File: src/source/lc3b_types.sv
package lc3b_types;

	typedef logic [15:0] lc3b_word;                 // one instruction word
	typedef logic [2:0]  lc3b_reg;                  // register index r0..r7

	// standard lc3b opcode field values, rti is not handled here
	typedef enum logic [3:0]
	{
		op_br   = 4'b0000,
		op_add  = 4'b0001,
		op_ldb  = 4'b0010,
		op_stb  = 4'b0011,
		op_jsr  = 4'b0100,
		op_and  = 4'b0101,
		op_ldr  = 4'b0110,
		op_str  = 4'b0111,
		op_not  = 4'b1001,
		op_ldi  = 4'b1010,
		op_sti  = 4'b1011,
		op_jmp  = 4'b1100,
		op_shf  = 4'b1101,
		op_lea  = 4'b1110,
		op_trap = 4'b1111
	} lc3b_opcode;

	typedef struct packed
	{
		lc3b_opcode opcode;                         // [15:12]
		lc3b_reg    dr;                             // [11:9] destination
		lc3b_reg    sr1;                            // [8:6] first source
		logic       imm_sel;                        // [5] set means imm5 form
		logic [1:0] pad;                            // [4:3] zero in register form
		lc3b_reg    sr2;                            // [2:0] second source
	} reg_view;

	typedef struct packed
	{
		lc3b_opcode opcode;                         // [15:12]
		lc3b_reg    dr;                             // [11:9] dest, or data source on stores
		lc3b_reg    base;                           // [8:6] base register
		logic [5:0] offset6;                        // [5:0] word or byte offset
	} mem_view;

	// same 16 bits seen as an alu op or as a memory op
	typedef union packed
	{
		reg_view regs;
		mem_view mem;
	} lc3b_instr;

	typedef struct packed
	{
		logic produces_dr;                          // writes dr
		logic need_sr1;                             // reads sr1 / base
		logic need_sr2;                             // reads sr2
		logic need_hsr;                             // store reading dr as data
	} operand_needs;

	localparam lc3b_word NOP_WORD = 16'h0000;      // br with nzp clear, never taken

	localparam logic [2:0] BRANCH_SHADOW = 3'd5;   // countdown start value

endpackage : lc3b_types

File: src/source/dependency_calc.sv
`timescale 1ns/1ps

module dependency_calc
(
	input  lc3b_types::lc3b_word     ir,
	output lc3b_types::operand_needs needs
);

	import lc3b_types::*;

	lc3b_instr instr;                               // decoded view of ir

	assign instr = ir;

	always_comb
	begin
		needs = '0;                                 // branches, jumps, traps read nothing here

		case (instr.regs.opcode)
			op_add, op_and:
			begin
				needs.produces_dr = 1'b1;
				needs.need_sr1    = 1'b1;
				needs.need_sr2    = ~instr.regs.imm_sel;   // only register form reads sr2
			end
			op_not, op_shf:
			begin
				needs.produces_dr = 1'b1;
				needs.need_sr1    = 1'b1;
			end
			op_lea:
				needs.produces_dr = 1'b1;           // pc relative, no register source
			op_ldb, op_ldr, op_ldi:
			begin
				needs.produces_dr = 1'b1;
				needs.need_sr1    = 1'b1;           // base register
			end
			op_stb, op_str, op_sti:
			begin
				needs.need_sr1    = 1'b1;           // base register
				needs.need_hsr    = 1'b1;           // store data lives in dr field
			end
			default:
				needs = '0;
		endcase
	end

	// a store never uses the sr2 slot, its low bits are an offset
	always_comb
	begin
		assert (!(needs.need_sr2 && needs.need_hsr))
		else $error("dependency_calc: sr2 and store data flagged together for %h", ir);
	end

endmodule : dependency_calc

File: src/source/bubbler.sv
`timescale 1ns/1ps

module bubbler
(
	input  logic                     clk,
	input  logic                     reset,
	input  lc3b_types::lc3b_word     id_ir,
	input  lc3b_types::lc3b_word     ex_ir,
	input  lc3b_types::operand_needs id_needs,
	input  logic                     branch_enable,
	input  logic                     flow,

	output logic                     bubble,
	output logic                     squash
);

	import lc3b_types::*;

	lc3b_instr  id_instr;                           // word in if/id
	lc3b_instr  ex_instr;                           // word in id/ex
	logic [2:0] count;                              // control transfer countdown
	logic [2:0] count_next;
	logic       taken_q;                            // branch_enable from last flowing edge
	logic       ex_is_load;
	logic       load_use;
	logic       id_is_transfer;
	logic       id_is_br;

	assign id_instr = id_ir;
	assign ex_instr = ex_ir;

	assign ex_is_load = ex_instr.mem.opcode inside {op_ldb, op_ldi, op_ldr};

	assign id_is_br = (id_instr.mem.opcode == op_br);

	// the nop word decodes as br, so keep it from starting a countdown
	assign id_is_transfer = (id_ir != NOP_WORD) &&
		(id_instr.mem.opcode inside {op_br, op_jmp, op_jsr, op_trap});

	// load in ex whose dr is read by the instruction behind it
	always_comb
	begin
		load_use = 1'b0;

		if (ex_is_load)
		begin
			if (id_needs.need_hsr)                  // store checks data and base
			begin
				if ((id_instr.mem.dr == ex_instr.mem.dr) ||
					(id_instr.mem.base == ex_instr.mem.dr))
					load_use = 1'b1;
			end

			if (id_needs.need_sr1 && (id_instr.regs.sr1 == ex_instr.mem.dr))
				load_use = 1'b1;

			if (id_needs.need_sr2 && (id_instr.regs.sr2 == ex_instr.mem.dr))
				load_use = 1'b1;
		end
	end

	// countdown sequencing and the bubble and squash levels
	always_comb
	begin
		count_next = count;
		bubble     = load_use;                      // one bubble is enough for a load
		squash     = 1'b0;

		if ((count == 3'd0) && id_is_transfer)
		begin
			count_next = BRANCH_SHADOW;             // transfer moves on to id/ex this edge
		end
		else if (count > 3'd1)
		begin
			count_next = count - 3'd1;
			bubble     = 1'b1;                      // hold fetch while the target resolves
		end
		else if (count == 3'd1)
		begin
			count_next = 3'd0;
			if (id_is_br)
				squash = taken_q;                   // conditional, use latched result
			else
				squash = 1'b1;                      // unconditional, always drop it
		end
	end

	always_ff @(posedge clk)
	begin
		if (reset)
		begin
			count   <= 3'd0;
			taken_q <= 1'b0;
		end
		else if (flow)
		begin
			count   <= count_next;
			taken_q <= branch_enable;               // refreshed every flowing edge
		end
	end

	// squash is confined to the last step of the countdown
	squash_at_one: assert property (@(posedge clk) disable iff (reset)
		squash |-> (count == 3'd1))
	else $error("bubbler: squash with counter at %0d", count);

	// counter is only ever loaded with the shadow length and counts down from there
	count_bounded: assert property (@(posedge clk) disable iff (reset)
		count <= BRANCH_SHADOW)
	else $error("bubbler: counter at %0d exceeds shadow", count);

endmodule : bubbler

File: src/source/if_id_stage.sv
`timescale 1ns/1ps

module if_id_stage
(
	input  logic                 clk,
	input  logic                 reset,
	input  logic                 flow,
	input  logic                 bubble,
	input  logic                 squash,
	input  lc3b_types::lc3b_word fetch_ir,

	output lc3b_types::lc3b_word id_ir
);

	import lc3b_types::*;

	always_ff @(posedge clk)
	begin
		if (reset)
			id_ir <= NOP_WORD;                      // start empty
		else if (flow)
		begin
			if (squash)
				id_ir <= NOP_WORD;                  // wrong path word, drop it
			else if (!bubble)
				id_ir <= fetch_ir;                  // normal advance
			// bubble alone keeps the current word for another cycle
		end
	end

endmodule : if_id_stage

File: src/source/id_ex_stage.sv
`timescale 1ns/1ps

module id_ex_stage
(
	input  logic                 clk,
	input  logic                 reset,
	input  logic                 flow,
	input  logic                 bubble,
	input  lc3b_types::lc3b_word id_ir,

	output lc3b_types::lc3b_word ex_ir
);

	import lc3b_types::*;

	always_ff @(posedge clk)
	begin
		if (reset)
			ex_ir <= NOP_WORD;
		else if (flow)
		begin
			if (bubble)
				ex_ir <= NOP_WORD;                  // nothing issues this cycle
			else
				ex_ir <= id_ir;                     // decoded word moves on
		end
	end

	// a memory stall freezes execute
	stall_holds: assert property (@(posedge clk) disable iff (reset)
		!flow |=> $stable(ex_ir))
	else $error("id_ex_stage: ex_ir changed during a stall");

endmodule : id_ex_stage

File: src/source/hazard_pipe.sv
`timescale 1ns/1ps

module hazard_pipe
(
	input  logic                 clk,
	input  logic                 reset,
	input  lc3b_types::lc3b_word fetch_ir,
	input  logic                 flow,              // low during a memory stall
	input  logic                 branch_enable,     // condition result from execute

	output logic                 fetch_hold,        // present the same word again
	output lc3b_types::lc3b_word id_ir,
	output lc3b_types::lc3b_word ex_ir,
	output logic                 squash
);

	import lc3b_types::*;

	logic         bubble;
	operand_needs id_needs;                         // sources read by the if/id word

	assign fetch_hold = bubble;                     // a bubble holds if/id, so fetch waits

	if_id_stage if_id_inst
	(
		.clk      (clk),
		.reset    (reset),
		.flow     (flow),
		.bubble   (bubble),
		.squash   (squash),
		.fetch_ir (fetch_ir),
		.id_ir    (id_ir)
	);

	// ex side only needs the load opcode and dr, so one decoder covers it
	dependency_calc id_deps
	(
		.ir    (id_ir),
		.needs (id_needs)
	);

	bubbler bubbler_inst
	(
		.clk           (clk),
		.reset         (reset),
		.id_ir         (id_ir),
		.ex_ir         (ex_ir),
		.id_needs      (id_needs),
		.branch_enable (branch_enable),
		.flow          (flow),
		.bubble        (bubble),
		.squash        (squash)
	);

	id_ex_stage id_ex_inst
	(
		.clk    (clk),
		.reset  (reset),
		.flow   (flow),
		.bubble (bubble),
		.id_ir  (id_ir),
		.ex_ir  (ex_ir)
	);

endmodule : hazard_pipe

File: config.mk
export PLATFORM = sky130hd
export DESIGN_NAME = hazard_pipe
export DESIGN_NICKNAME = d
export VERILOG_FILES = /design/src/source/lc3b_types.sv /design/src/source/dependency_calc.sv /design/src/source/bubbler.sv /design/src/source/if_id_stage.sv /design/src/source/id_ex_stage.sv /design/src/source/hazard_pipe.sv
export SDC_FILE = /design/constraint.sdc
export NUM_CORES = 1
export LEC_CHECK = 0
export BUFFER_PORTS_ARGS = -buffer_cell sky130_fd_sc_hd__buf_4
export CORE_UTILIZATION = 49
export CTS_CLUSTER_DIAMETER = 50
export DETAILED_ROUTE_END_ITERATION = 8
export PLACE_DENSITY = 0.78
export SYNTH_ARGS = -nofsm -noshare
export SYNTH_HDL_FRONTEND = slang
export SYNTH_SLANG_ARGS = --single-unit
File: constraint.sdc
create_clock -name clk -period 2.8 [get_ports clk]
set_clock_uncertainty 0.05 [all_clocks]
set_input_delay 0.42 -clock clk [delete_from_list [all_inputs] [get_ports clk]]
set_output_delay 0.42 -clock clk [all_outputs]
set_load 0.005 [all_outputs]
### Word level (Yosys, flattened, before mapping)

Index checks and enable logic that the tools add are counted.

| cells by class | value |
|---|---|
| reductions and logical operators | 16 |
| bitwise gates (word level) | 1 |
| equal/unequal tests | 21 |
| $add $sub $neg | 1 |
| $lt $le $gt $ge | 1 |
| mux-type cells | 20 |

Operators with widths:

| kind | count |
|---|---|
| 16-bit two-way mux | 3 |
| 4-bit == test, second input constant | 7 |
| 4-bit by 3-bit == test with 1-bit output, second input constant | 5 |
| 16-bit nonzero test | 1 |
| 1-bit two-way mux | 14 |
| 4-bit by 2-bit == test with 1-bit output, second input constant | 3 |
| 10-bit OR reduction | 1 |
| 3-bit == test | 3 |
| 3-bit two-way mux | 3 |
| 3-bit nonzero test | 2 |
| 4-bit by 1-bit == test with 1-bit output, second input constant | 1 |
| 1-bit logical AND | 4 |
| 4-bit zero test | 1 |
| 2-bit AND reduction | 2 |
| 4-bit nonzero test | 1 |
| 3-bit by 1-bit == test with 1-bit output, second input constant | 1 |
| 3-bit by 1-bit greater-than comparator with 1-bit output, second input constant | 1 |
| 3-bit zero test | 1 |
| 3-bit OR reduction | 1 |
| 3-bit by 1-bit subtractor with 3-bit output, second input constant | 1 |
| 2-bit inequality test, second input constant | 1 |
| 2-bit OR reduction | 1 |
| 1-bit logical OR | 1 |
| 1-bit inverter | 1 |

| word-level totals | value |
|---|---|
| bits of input ports | 20 |
| word-level logic and storage cells | 64 |
| output and inout port bits | 34 |
| register bits | 36 |

### Depth between registers and ports, before layout

Gate-level depths: netlist of run 1.

| depth | value |
|---|---|
| depth in word-level cells | 11 |
| gate-level depth with buffers | 10 |
| gate-level depth less buffers | 8 |

### Hierarchy

From an unflattened synthesis of run 1, not the netlist that was laid out.

| unflattened totals | value |
|---|---|
| cells, all modules | 205 |
| area, all modules | 1,795.5 sq um |

Modules (own cells, without submodules):

| module | seq. area each (sq um) | cells an instance | area each (sq um) | times used |
|---|---|---|---|---|
| id_ex_stage | 320.3 | 70 | 668.1 | 1 |
| if_id_stage | 320.3 | 72 | 598.1 | 1 |
| bubbler | 80.1 | 57 | 486.7 | 1 |
| dependency_calc | 0.0 | 6 | 42.5 | 1 |

### Worst setup path after synthesis of run 1

No wires, ideal clock.

| timing path | value |
|---|---|
| path kind | register to register |
| start | register if_id_inst.id_ir[12] |
| end | register if_id_inst.id_ir[10] |
| arrival time | 2,106 ps |
| data required time | 2,622 ps |
| setup time | 128 ps |
| setup slack | 516 ps |
| cell stages (with the launch flop) | 8 |
| path through | dfxtp_1 -> or4_4 -> o41a_1 -> a21oi_2 -> nand2_1 -> buf_2 -> a32oi_1 -> nor2_1 |

| on the way | value |
|---|---|
| elaborated cells between the ends (all ways) | 39 |
| classes of those cells | 14 x eq/ne; 14 x mux; 11 x reduce/logical |

RTL lines:

| element | line | source |
|---|---|---|
| start: declaration | if_id_stage.sv:12 | `output lc3b_types::lc3b_word id_ir` |
| start signal: assignment | if_id_stage.sv:26 | `id_ir <= fetch_ir;` |
| 4-bit zero test (tied with other cells) | bubbler.sv:34, bubbler.sv:38 |  |
| 1-bit two-way mux or 4-bit nonzero test (tied branches) | bubbler.sv:81, bubbler.sv:38 |  |
| 1-bit two-way mux or 1-bit logical AND (tied branches) | bubbler.sv:78, bubbler.sv:37 |  |
| 1-bit two-way mux or 1-bit logical AND (tied branches) | bubbler.sv:73, bubbler.sv:69 |  |
| 1-bit two-way mux (*) | bubbler.sv:69 | `if ((count == 3'd0) && id_is_transfer)` |
| via squash | hazard_pipe.sv:14 | `output logic squash` |
| 2-bit inequality test (no source line) | n/a |  |
| 2-bit AND reduction (no source line) | n/a |  |

Mark *: on every way through the listed nets, which the timed path passes. The rest lies on a longest branch.
A chain may end at the register's enable or synchronous reset.

### Worst setup path after layout of run 1

| timing path | value |
|---|---|
| start | register if_id_inst.id_ir[12] |
| end | output port fetch_hold |

| on the way | value |
|---|---|
| word-level cells in the longest chain between the ends | 9 |
| elaborated cells between the ends (all ways) | 32 |
| classes of those cells | 13 x eq/ne; 9 x mux; 10 x reduce/logical |

Ends and longest elaborated chain:

| element | line | source |
|---|---|---|
| 4-bit by 2-bit == test with 1-bit output (tied with other cells) | dependency_calc.sv:19 | `case (instr.regs.opcode)` |
| 10-bit OR reduction (no source line) or 3-bit OR reduction (tied branches) | n/a |  |
| 1-bit two-way mux | dependency_calc.sv:19 |  |
| 1-bit logical AND or 1-bit two-way mux (tied branches) | bubbler.sv:54, bubbler.sv:47 |  |
| 1-bit two-way mux | bubbler.sv:54 | `if (id_needs.need_sr1 && (id_instr.regs.sr1 == ex_instr.mem.dr))` |
| 1-bit two-way mux | bubbler.sv:57 | `if (id_needs.need_sr2 && (id_instr.regs.sr2 == ex_instr.mem.dr))` |
| 1-bit two-way mux | bubbler.sv:45 | `if (ex_is_load)` |
| 1-bit two-way mux | bubbler.sv:73 | `else if (count > 3'd1)` |
| 1-bit two-way mux (*) | bubbler.sv:69 |  |
| end: declaration | hazard_pipe.sv:11 | `output logic fetch_hold,` |

Every way passes the cells marked *; elsewhere a longest branch is shown, timed or not.

==> reports/metrics.yaml, run 1 <==
worst_path_dominant_cell_family: "simple AND/OR/NAND/NOR gates"
cts.reportedPaths.clkPinSlew_ns: 0.13
complex_gate_fraction_of_the_synthesized_area_pct: 24.29
pwr_density_cell_nw_per_um2: 949.6
grt_first_pass_wirelength_um: 6803
groute.usage.overall_pct: 26.52
synthCells: 175
worst_setup_path_startpoint: "if_id_inst.id_ir[12]"
via_per_inst: 5.796
timing.critical_path.slowest_cell_delay_ns: 0.55
postLayoutCoreUtil_pct: 69.31
timing.final.crit_share_pct: 96.86
place.gp.congestion: 0.8947
antenna_found_initial: 0
synth_simple_gate_area_share_pct: 18.27
port_buffers: 53
crit_slowest_cell: "sky130_fd_sc_hd__or4_4"
drt_pre_antenna_iters: 4
design.core.area_um2: 3103
main_combinational_cell_family_by_area_after_synthesis: "compound AO/OA/AOI/OAI gates"
final.setup.worst_slack_ns: 0.08802
number_of_buffers_created_by_cts: 5
number_of_setup_violations_in_the_final_report: 0
yosys_warnings: 0
post-route-min-period_ns: 2.712
vias_in_the_first_global_route: 1487
tritoncts_clock_tree: "done"
pin_count: 54
maxSlewViolCount: 0
tightest_slew_ns: 0.8934
setup.reg_to_reg.worst_slack_ns: 0.24
final_hold_viol_count: 0
timing.critical_path.required_ns: 2.33
rr_endpoint: "if_id_inst.id_ir[9]"
syn_avg_cell_area_um2: 9.273
cts_hold_repair.buffers: 0
post_synth_arst_share_pct: 0
hold_path_class: "primary input to register"
timing.critical_path.depth: 5
synth.area.mux_share_pct: 0.6168
synth_enable_flop_cells: 0
placement_rows: 20
route.antenna.remaining_nets: 0
leakage_uw: 0.0009488
r2r-start: "if_id_inst.id_ir[12]"
cts.sink_count: 36
worst_setup_path_endpoint: "fetch_hold"
critical_path.startpoint_type: "register"
syn_nets: 198
drt-total-wl_um: 4195
post-place-ws_ns: 0.1946
route.detailed.wl_per_inst_um: 15.25
cts_buffer_depth: 2
vias: 1594
synth_seq_cells: 36
post_synth_xor_area_fraction_pct: 4.857
flip_flop_cell_with_the_highest_count_after_synthesis: "sky130_fd_sc_hd__dfxtp_1"
r2r_cells: 6
maxCapViolations: 0
hpwlAfterDp_um: 3027
die_w_um: 59.55
drc: 0
count_of_antenna_diodes_in_the_layout: 0
worstPathBufferInverterCount: 1
drive_above_1_share_pct: 33.77
initial_core_util_pct: 52.30
drt_first_iter_violations: 97
synth_sequential_area_ratio_pct: 44.41
path_cells: "or4_4 > o41a_1 > a21oi_2 > or3_1 > buf_4"
run_status: "finished, final reports clean"
relative_slew_slack_pct: 40.44
end_kind: "primary output"
grt_max_degree: 37
clkLatencyLatePin_ns: 0.36
die-area_um2: 3546
peakVddDrop_uv: 695.4
final_net_count: 253
timing.setup.critical_path_class: "register to primary output"
root_buffer: "sky130_fd_sc_hd__clkbuf_4"
grt_overflow: 0
timing.critical_path.fanout_max: 8
die_h_um: 59.55
worst_ep_arrival_time_ns: 2.24
post_synth_fa_ha_maj_area_fraction_pct: 2.313
maxClockFrequency_ghz: 0.3687
htree_levels: 2
library_cells_used_by_synthesis: 34
syn-cell-area_um2: 1623
areaGrowthSynthToFinish_pct: 32.54
[power by group]
| part | switching [µW] | leakage (µW) | total (µW) | internal, µW |
|---|---|---|---|---|
| logic | 454 | 0.000612 | 899 | 445 |
| clock network | 191 | 0.0000418 | 381 | 191 |
| registers | 143 | 0.000295 | 763 | 619 |
[layout make-up]
| type | count | area (µm²) |
|---|---|---|
| inverters | 7 | 26.28 |
| repair buffers | 59 | 442.9 |
| multi-input cells | 121 | 817.0 |
| well taps | 44 | 55.05 |
| clock inverters | 3 | 46.29 |
| fillers | 257 | 952.2 |
| clock buffers | 5 | 37.54 |
| flip-flops and latches | 36 | 725.7 |
[tightest hold or removal path: stages]
cell	delay (ns)
sky130_fd_sc_hd__buf_4	0.08
sky130_fd_sc_hd__a32oi_1	0.05
sky130_fd_sc_hd__nor2_1	0.07
[placed cells by master, fill, tap and decap left out, types with 3 or more instances in the layout]
| cell type | synthesis | final |
|---|---|---|
| sky130_fd_sc_hd__a21oi_1 | 4 | 4 |
| sky130_fd_sc_hd__a22oi_1 | 16 | 16 |
| sky130_fd_sc_hd__a32oi_1 | 16 | 16 |
| sky130_fd_sc_hd__buf_4 | 0 | 59 |
| sky130_fd_sc_hd__clkbuf_4 | 0 | 5 |
| sky130_fd_sc_hd__dfxtp_1 | 36 | 32 |
| sky130_fd_sc_hd__dfxtp_2 | 0 | 4 |
| sky130_fd_sc_hd__ha_1 | 3 | 3 |
| sky130_fd_sc_hd__inv_1 | 7 | 7 |
| sky130_fd_sc_hd__nand2_1 | 6 | 6 |
| sky130_fd_sc_hd__nor2_1 | 36 | 36 |
| sky130_fd_sc_hd__or4_1 | 4 | 4 |
| sky130_fd_sc_hd__xor2_1 | 8 | 8 |
[timing repair]
action | 4_1_cts | 5_1_grt
setup endpoints to repair | 0 | 3
gates resized for setup | 0 | 4
setup buffers | 0 | 3
endpoints found under the hold margin | 0 | 0
[stage by stage]
| step | hold slack, ns | area, µm² | std cells | total power, µW | TNS (ns) |
|---|---|---|---|---|---|
| floorplan | 0.4172 | 1623 | 175 | 1304 | 0 |
| global placement | 0.4321 | 2039 | 264 | 1562 | 0 |
| detailed placement | 0.4315 | 2039 | 264 | 1605 | 0 |
| CTS | 0.2248 | 2123 | 272 | 1980 | 0 |
| global route | 0.2022 | 2151 | 275 | 2193 | -0.02756 |
| finish | 0.2236 | 2151 | 275 | 2042 | 0 |
[synthesized netlist by cell type, types with 2 or more instances]
| master | instances | share of area [%] |
|---|---|---|
| sky130_fd_sc_hd__nor4_1 | 2 | 0.77 |
| sky130_fd_sc_hd__inv_1 | 7 | 1.6 |
| sky130_fd_sc_hd__buf_2 | 2 | 0.62 |
| sky130_fd_sc_hd__a21oi_1 | 4 | 1.2 |
| sky130_fd_sc_hd__xor2_1 | 8 | 4.3 |
| sky130_fd_sc_hd__nor2b_1 | 2 | 0.77 |
| sky130_fd_sc_hd__nand3b_1 | 2 | 0.92 |
| sky130_fd_sc_hd__a211oi_1 | 2 | 0.92 |
| sky130_fd_sc_hd__clkbuf_1 | 7 | 1.6 |
| sky130_fd_sc_hd__nor3_1 | 2 | 0.62 |
| sky130_fd_sc_hd__a21oi_2 | 2 | 1.1 |
| sky130_fd_sc_hd__nor4b_1 | 2 | 1.1 |
| sky130_fd_sc_hd__buf_6 | 2 | 1.4 |
| sky130_fd_sc_hd__a22oi_1 | 16 | 7.4 |
| sky130_fd_sc_hd__ha_1 | 3 | 2.3 |
| sky130_fd_sc_hd__a32oi_1 | 16 | 8.6 |
| sky130_fd_sc_hd__or4_1 | 4 | 1.9 |
| sky130_fd_sc_hd__nand2_1 | 6 | 1.4 |
| sky130_fd_sc_hd__nor2_1 | 36 | 8.3 |
| sky130_fd_sc_hd__dfxtp_1 | 36 | 44 |
[logic make-up after synthesis]
kind of cell	count (synthesis)
flops	36
buf+inv	18
fa+ha+maj	3
xor+xnor	9
mux	1
compound gates	47
simple gates	61
[how the worst min path moves through the flow]
stage / slack, ns / from / end / cells after the start
2_1_floorplan: 0.42 / bubbler_inst.count[1] / bubbler_inst.count[1] / 2
3_3_place_gp: 0.43 / bubbler_inst.count[1] / bubbler_inst.count[1] / 2
3_5_place_dp: 0.43 / bubbler_inst.count[1] / bubbler_inst.count[1] / 2
4_1_cts: 0.22 / fetch_ir[2] / if_id_inst.id_ir[2] / 3
5_1_grt: 0.20 / fetch_ir[2] / if_id_inst.id_ir[2] / 3
6_report: 0.22 / fetch_ir[10] / if_id_inst.id_ir[10] / 3
[registers in the layout, indices dropped and copies added (netlist names)]
register / flops
bubbler_inst.count: 3
id_ex_inst.ex_ir: 16
bubbler_inst.taken_q: 1
if_id_inst.id_ir: 16
[per-layer routing]
layer,routed length [µm],track usage (%)
met3,337,9.607
met4,65,14.29
met5,0,0
met2,2028,39.97
met1,1763,32.93
No activity file was read; power rests on OpenSTA's default activity.
==> run 2, diff against run 1 <==
Settings changed: PLACE_DENSITY 0.78 to not set, PLACE_DENSITY_LB_ADDON set to 0.3, REMOVE_ABC_BUFFERS set to 1.
==> run 2 against run 1 <==
Sequential share of layout area increased by 0.32 points; sequential cell count is the same; critical path depth stayed put; combinational power is 1% higher; die area unchanged; cell count unchanged; first-iteration DRC count decreased by 31%; register-to-register slack worse by 0.07 ns; sequential power shrank 2%; utilization decreased by 1.1 points; setup slack better by 0.010 ns; non-clock buffer count up 1; critical path type unchanged; critical endpoint unchanged; highest routed layer unchanged.
==> reports/metrics.yaml, run 2 (synthesis results as in run 1) <==
htree_levels: 2
worst_ep_arrival_time_ns: 2.23
pin_count: 54
grt_first_pass_wirelength_um: 6596
timing.critical_path.required_ns: 2.33
cts.repair.resized: 0
final_hold_viol_count: 0
root_buffer: "sky130_fd_sc_hd__clkbuf_4"
route.antenna.remaining_nets: 0
path_cells: "or4_1 > o41a_1 > a21oi_2 > or3_1 > buf_4"
relative_slew_slack_pct: 39.14
intPower_uw: 1157
layout.cells.most_common: "sky130_fd_sc_hd__buf_4"
maxClockFrequency_ghz: 0.3702
die_w_um: 59.55
pwr_density_cell_nw_per_um2: 900.6
critical_path.startpoint_type: "register"
port_buffers: 53
design.core.area_um2: 3103
power.switching_fraction_pct: 39.27
via_per_inst: 5.727
place.gp.congestion: 0.8323
clock_power_share_pct: 13.1
maxSlewViolCount: 0
number_of_setup_violations_in_the_final_report: 0
clkLatencyLatePin_ns: 0.33
peakVddDrop_uv: 554.3
cts.sink_count: 36
drc: 0
power.sequential.fraction_pct: 39.3
drive_above_1_share_pct: 31.60
placement_rows: 20
cts.reportedPaths.clkPinSlew_ns: 0.10
drt_first_iter_violations: 67
cts_buffer_depth: 2
stdcell_area_um2: 2116
grt_max_degree: 37
layout_common_cells: "sky130_fd_sc_hd__buf_4 (60), sky130_fd_sc_hd__nor2_1 (36), sky130_fd_sc_hd__dfxtp_1 (36)"
tritoncts_clock_tree: "done"
vias: 1575
die_h_um: 59.55
cts_hold_repair.buffers: 0
postCtsSetupBuffers: 0
final_net_count: 254
drt_pre_antenna_iters: 4
end_kind: "primary output"
route.detailed.wl_per_inst_um: 15.07
vias_in_the_first_global_route: 1443
timing.critical_path.slowest_cell_delay_ns: 0.57
net-switching-power_uw: 748.2
grt_overflow: 0
groute.usage.overall_pct: 25.38
initial_core_util_pct: 52.30
totalPowerFinal_uw: 1905
leakage_uw: 0.0009385
comb_power_share_pct: 47.6
crit_slowest_cell: "sky130_fd_sc_hd__or4_1"
number_of_buffers_created_by_cts: 5
hold_path_class: "primary input to register"
post-route-min-period_ns: 2.702
count_of_antenna_diodes_in_the_layout: 0
run_status: "finished, final reports clean"
placedInstanceArea_um2: 2047
hpwlAfterDp_um: 2967
die-area_um2: 3546
areaGrowthSynthToFinish_pct: 30.38
tightest_slew_ns: 0.9129
antenna_found_initial: 0
timing.critical_path.fanout_max: 5
layout_top_registers: "id_ex_inst.ex_ir x16, if_id_inst.id_ir x16, bubbler_inst.count x3"
drt-total-wl_um: 4143
timing.setup.critical_path_class: "register to primary output"
timing.final.crit_share_pct: 96.49
maxCapViolations: 0
[run 2: cell types whose count changed in the layout (fill, tap and decap cells not counted), sizes merged]
cell	previous run	this run
inv	8	7
clkbuf	5	6
bufinv	1	0
buf	59	60
clkinv	0	1
clkinvlp	1	0
[run 2: layer usage]
layer  part of all wire, %  wire length [µm]  up-vias  GRT usage, %
li1                      -                 -      761             -
met2                    51              2102       46         42.86
met5                     0                 0        -             0
met4                   2.0                83        0         9.302
met1                    42              1739      759         30.22
met3                   5.3               218        9         7.860
[run 2: final cells by class]
type	instances	area, µm²
Sequential cell	36	720.7
Clock inverter	1	5.005
Multi-Input combinational cell	121	817.0
Clock buffer	6	41.29
Tap cell	44	55.05
Fill cell	274	987.2
Timing Repair Buffer	60	450.4
Inverter	7	26.28
[run 2: path summary, 6_finish.rpt]
check,startpoint,to,slack [ns],cells after the start
setup / recovery,if_id_inst.id_ir[8],fetch_hold,0.1,5
hold / removal,fetch_ir[2],if_id_inst.id_ir[2],0.26,3
setup reg to reg,if_id_inst.id_ir[12],id_ex_inst.ex_ir[2],0.17,8
hold reg to reg,bubbler_inst.count[1],bubbler_inst.count[1],0.47,2
[run 2: worst max-delay path, delay by kind of cell (launching register included)]
family	cells	cell delay, ns
AO/OA/AOI/OAI	2	0.72
buffers and inverters	1	0.10
flip-flops	1	0.37
AND/OR/NAND/NOR	2	0.72
[run 2: power groups by stage]
| stage | sequential, µW | combinational [µW] | clock [µW] |
|---|---|---|---|
| 3_5_place_dp | 758 | 855 | 0 |
| 4_1_cts | 746 | 859 | 255 |
| 3_3_place_gp | 751 | 821 | 0 |
| 6_report | 748 | 908 | 249 |
| 5_1_grt | 765 | 984 | 284 |
| 2_1_floorplan | 736 | 522 | 0 |
[run 2: stage by stage]
step	worst slack [ns]	utilization [%]	std cells	TNS (ns)	hold WS (ns)
CTS	0.02552	67.46	272	0	0.2544
finish	0.09840	68.19	275	0	0.2588
global route	-0.0002676	68.19	275	-0.0002676	0.2436
detailed placement	0.2552	65.97	265	0	0.4608
global placement	0.3848	65.97	265	0	0.4311
floorplan	0.4942	-	164	0	0.4111
==> run 3, diff against run 2 <==
Settings changed: CORE_ASPECT_RATIO set to 0.5, CORE_UTILIZATION 49 to 44.
Clock period 2.8 ns to 2.2 ns, I/O delays scaled along.
==> run 3 against run 2 <==
The run now ends with setup timing left; utilization is 9.5 points higher; worst hold slack worse by 0.052 ns; critical path depth stayed put; global-route usage is 3.1 points higher; clock power is 89% higher; critical path type unchanged; largest cell class unchanged; largest power group unchanged.
==> reports/metrics.yaml, run 3 (synthesis results as in run 1) <==
run_status: "finished, violations left"
failed_checks: "setup timing"
layout.cells.non_filler: 316
cts.sink_count: 36
hpwlAfterDp_um: 3457
via_per_inst: 5.763
tritoncts_clock_tree: "done"
route.detailed.wl_per_inst_um: 18.52
stdcell_area_um2: 2699
dpl.cell_count: 301
place.gp.congestion: 0.8406
grt_first_pass_wirelength_um: 8211
drt_pre_antenna_iters: 4
r2r_cells: 8
placedInstanceArea_um2: 2311
antenna_found_initial: 0
grt_overflow: 0
groute.usage.overall_pct: 28.51
layout_common_cells: "sky130_fd_sc_hd__buf_4 (81), sky130_fd_sc_hd__nor2_1 (36), sky130_fd_sc_hd__dfxtp_1 (31)"
postLayoutCoreUtil_pct: 77.73
initial_core_util_pct: 46.74
timing.critical_path.fanout_max: 3
final.setup.worst_slack_ns: -0.3282
count_of_antenna_diodes_in_the_layout: 0
grt_max_degree: 37
layout_top_registers: "id_ex_inst.ex_ir x16, if_id_inst.id_ir x16, bubbler_inst.count x3"
finalHoldWorstSlack_ns: 0.2063
intPower_uw: 2062
clock_power_share_pct: 13.8
whs_path_depth: 3
leakage_uw: 0.001184
net-switching-power_uw: 1343
design.core.area_um2: 3472
maxClockFrequency_ghz: 0.3955
pwr_density_cell_nw_per_um2: 1262
htree_levels: 2
power.sequential.fraction_pct: 26.7
pin_count: 54
clkLatencyLatePin_ns: 0.30
tightest_slew_ns: 0.4518
die-area_um2: 3950
worst_ep_arrival_time_ns: 2.15
drive_above_1_share_pct: 55.47
die_w_um: 87.89
post-place-ws_ns: -0.1099
worstPathBufferInverterCount: 1
route.antenna.remaining_nets: 0
number_of_buffers_created_by_cts: 5
number_of_setup_violations_in_the_final_report: 36
vias_in_the_first_global_route: 1618
port_buffers: 53
drc: 0
end_kind: "primary output"
placement_rows: 15
timing.setup.critical_path_class: "register to primary output"
drt-total-wl_um: 5853
cts.reportedPaths.clkPinSlew_ns: 0.08
timing.critical_path.depth: 5
maxCapViolations: 0
drt_first_iter_violations: 178
worst_path_dominant_cell_family: "simple AND/OR/NAND/NOR gates"
areaGrowthSynthToFinish_pct: 66.31
post-route-min-period_ns: 2.528
maxSlewViolCount: 0
cts_hold_repair.buffers: 0
relative_slew_slack_pct: 69.65
crit_slowest_cell: "sky130_fd_sc_hd__or4_4"
timing.critical_path.required_ns: 1.82
vias: 1821
rsz0062_at_grt: "yes"
root_buffer: "sky130_fd_sc_hd__clkbuf_8"
final_net_count: 287
layout.cells.most_common: "sky130_fd_sc_hd__buf_4"
timing.final.crit_share_pct: 114.9
timing.critical_path.slowest_cell_delay_ns: 0.56
fillers: 209
cts_buffer_depth: 2
critical_path.startpoint_type: "register"
final_hold_viol_count: 0
path_cells: "or4_4 > o41a_1 > a21oi_2 > or3_4 > buf_6"
comb_power_share_pct: 59.5
power.switching_fraction_pct: 39.43
peakVddDrop_uv: 567.4
hold_path_class: "primary input to register"
setup.reg_to_reg.worst_slack_ns: -0.24
die_h_um: 44.95
run 3: cell count changes in the layout (fill, tap and decap cells not counted), sizes merged:
cell	previous run	this run
clkinv	1	3
buf	60	92
run 3: through the flow:
| step | setup TNS [ns] | total power [µW] |
|---|---|---|
| 6_report | -5.213 | 3405 |
| 3_3_place_gp | -0.8554 | 2356 |
| 2_1_floorplan | -1.694 | 1601 |
| 4_1_cts | -1.237 | 3068 |
| 5_1_grt | -8.490 | 3574 |
| 3_5_place_dp | -2.141 | 2396 |
run 3: power by group through the flow:
| stage | sequential (µW) | combinational (µW) | clock [µW] |
|---|---|---|---|
| 3_3_place_gp | 887 | 1470 | 0 |
| 5_1_grt | 919 | 2150 | 504 |
| 4_1_cts | 890 | 1710 | 470 |
| 6_report | 909 | 2030 | 470 |
| 2_1_floorplan | 937 | 664 | 0 |
| 3_5_place_dp | 894 | 1500 | 0 |
run 3: worst paths after layout:
kind	start	endpoint
hold reg to reg	id_ex_inst.ex_ir[1]	id_ex_inst.ex_ir[1]
setup / recovery	if_id_inst.id_ir[14]	fetch_hold
setup reg to reg	if_id_inst.id_ir[14]	if_id_inst.id_ir[15]
hold / removal	fetch_ir[1]	if_id_inst.id_ir[1]
run 3: worst reg2reg max path, cell delays in order (launching register included):
cell and delay, ns:
sky130_fd_sc_hd__dfxtp_1 0.33, sky130_fd_sc_hd__or4_4 0.56, sky130_fd_sc_hd__o41a_1 0.47, sky130_fd_sc_hd__a21oi_2 0.23, sky130_fd_sc_hd__buf_4 0.17, sky130_fd_sc_hd__or4_4 0.16, sky130_fd_sc_hd__buf_6 0.14, sky130_fd_sc_hd__a32oi_2 0.11
sky130_fd_sc_hd__nor2_1 0.14
run 3: area by class of cell:
| class | count | area (µm²) | area share, % |
|---|---|---|---|
| sequential | 36 | 726.9 | 26.94 |
| multi-input combinational | 121 | 1020 | 37.78 |
| inverter | 7 | 26.28 | 0.9736 |
| clock buffer | 5 | 68.82 | 2.550 |
| clock inverter | 3 | 18.77 | 0.6954 |
| timing repair buffer | 93 | 774.5 | 28.70 |
| tap | 51 | 63.81 | 2.364 |
run 3: timing repair:
action                     in CTS  in global routing
setup endpoints to repair      35                 37
gates resized for setup        22                 33
pin swaps                       8                 23
buffers inserted                3                  4
cloned                          2                  0
run 3: routing by layer:
metal	routed length (µm)	GRT usage, %
met4	95	10.82
met5	0	0
met2	2827	45.12
met3	505	6.764
met1	2424	38.48
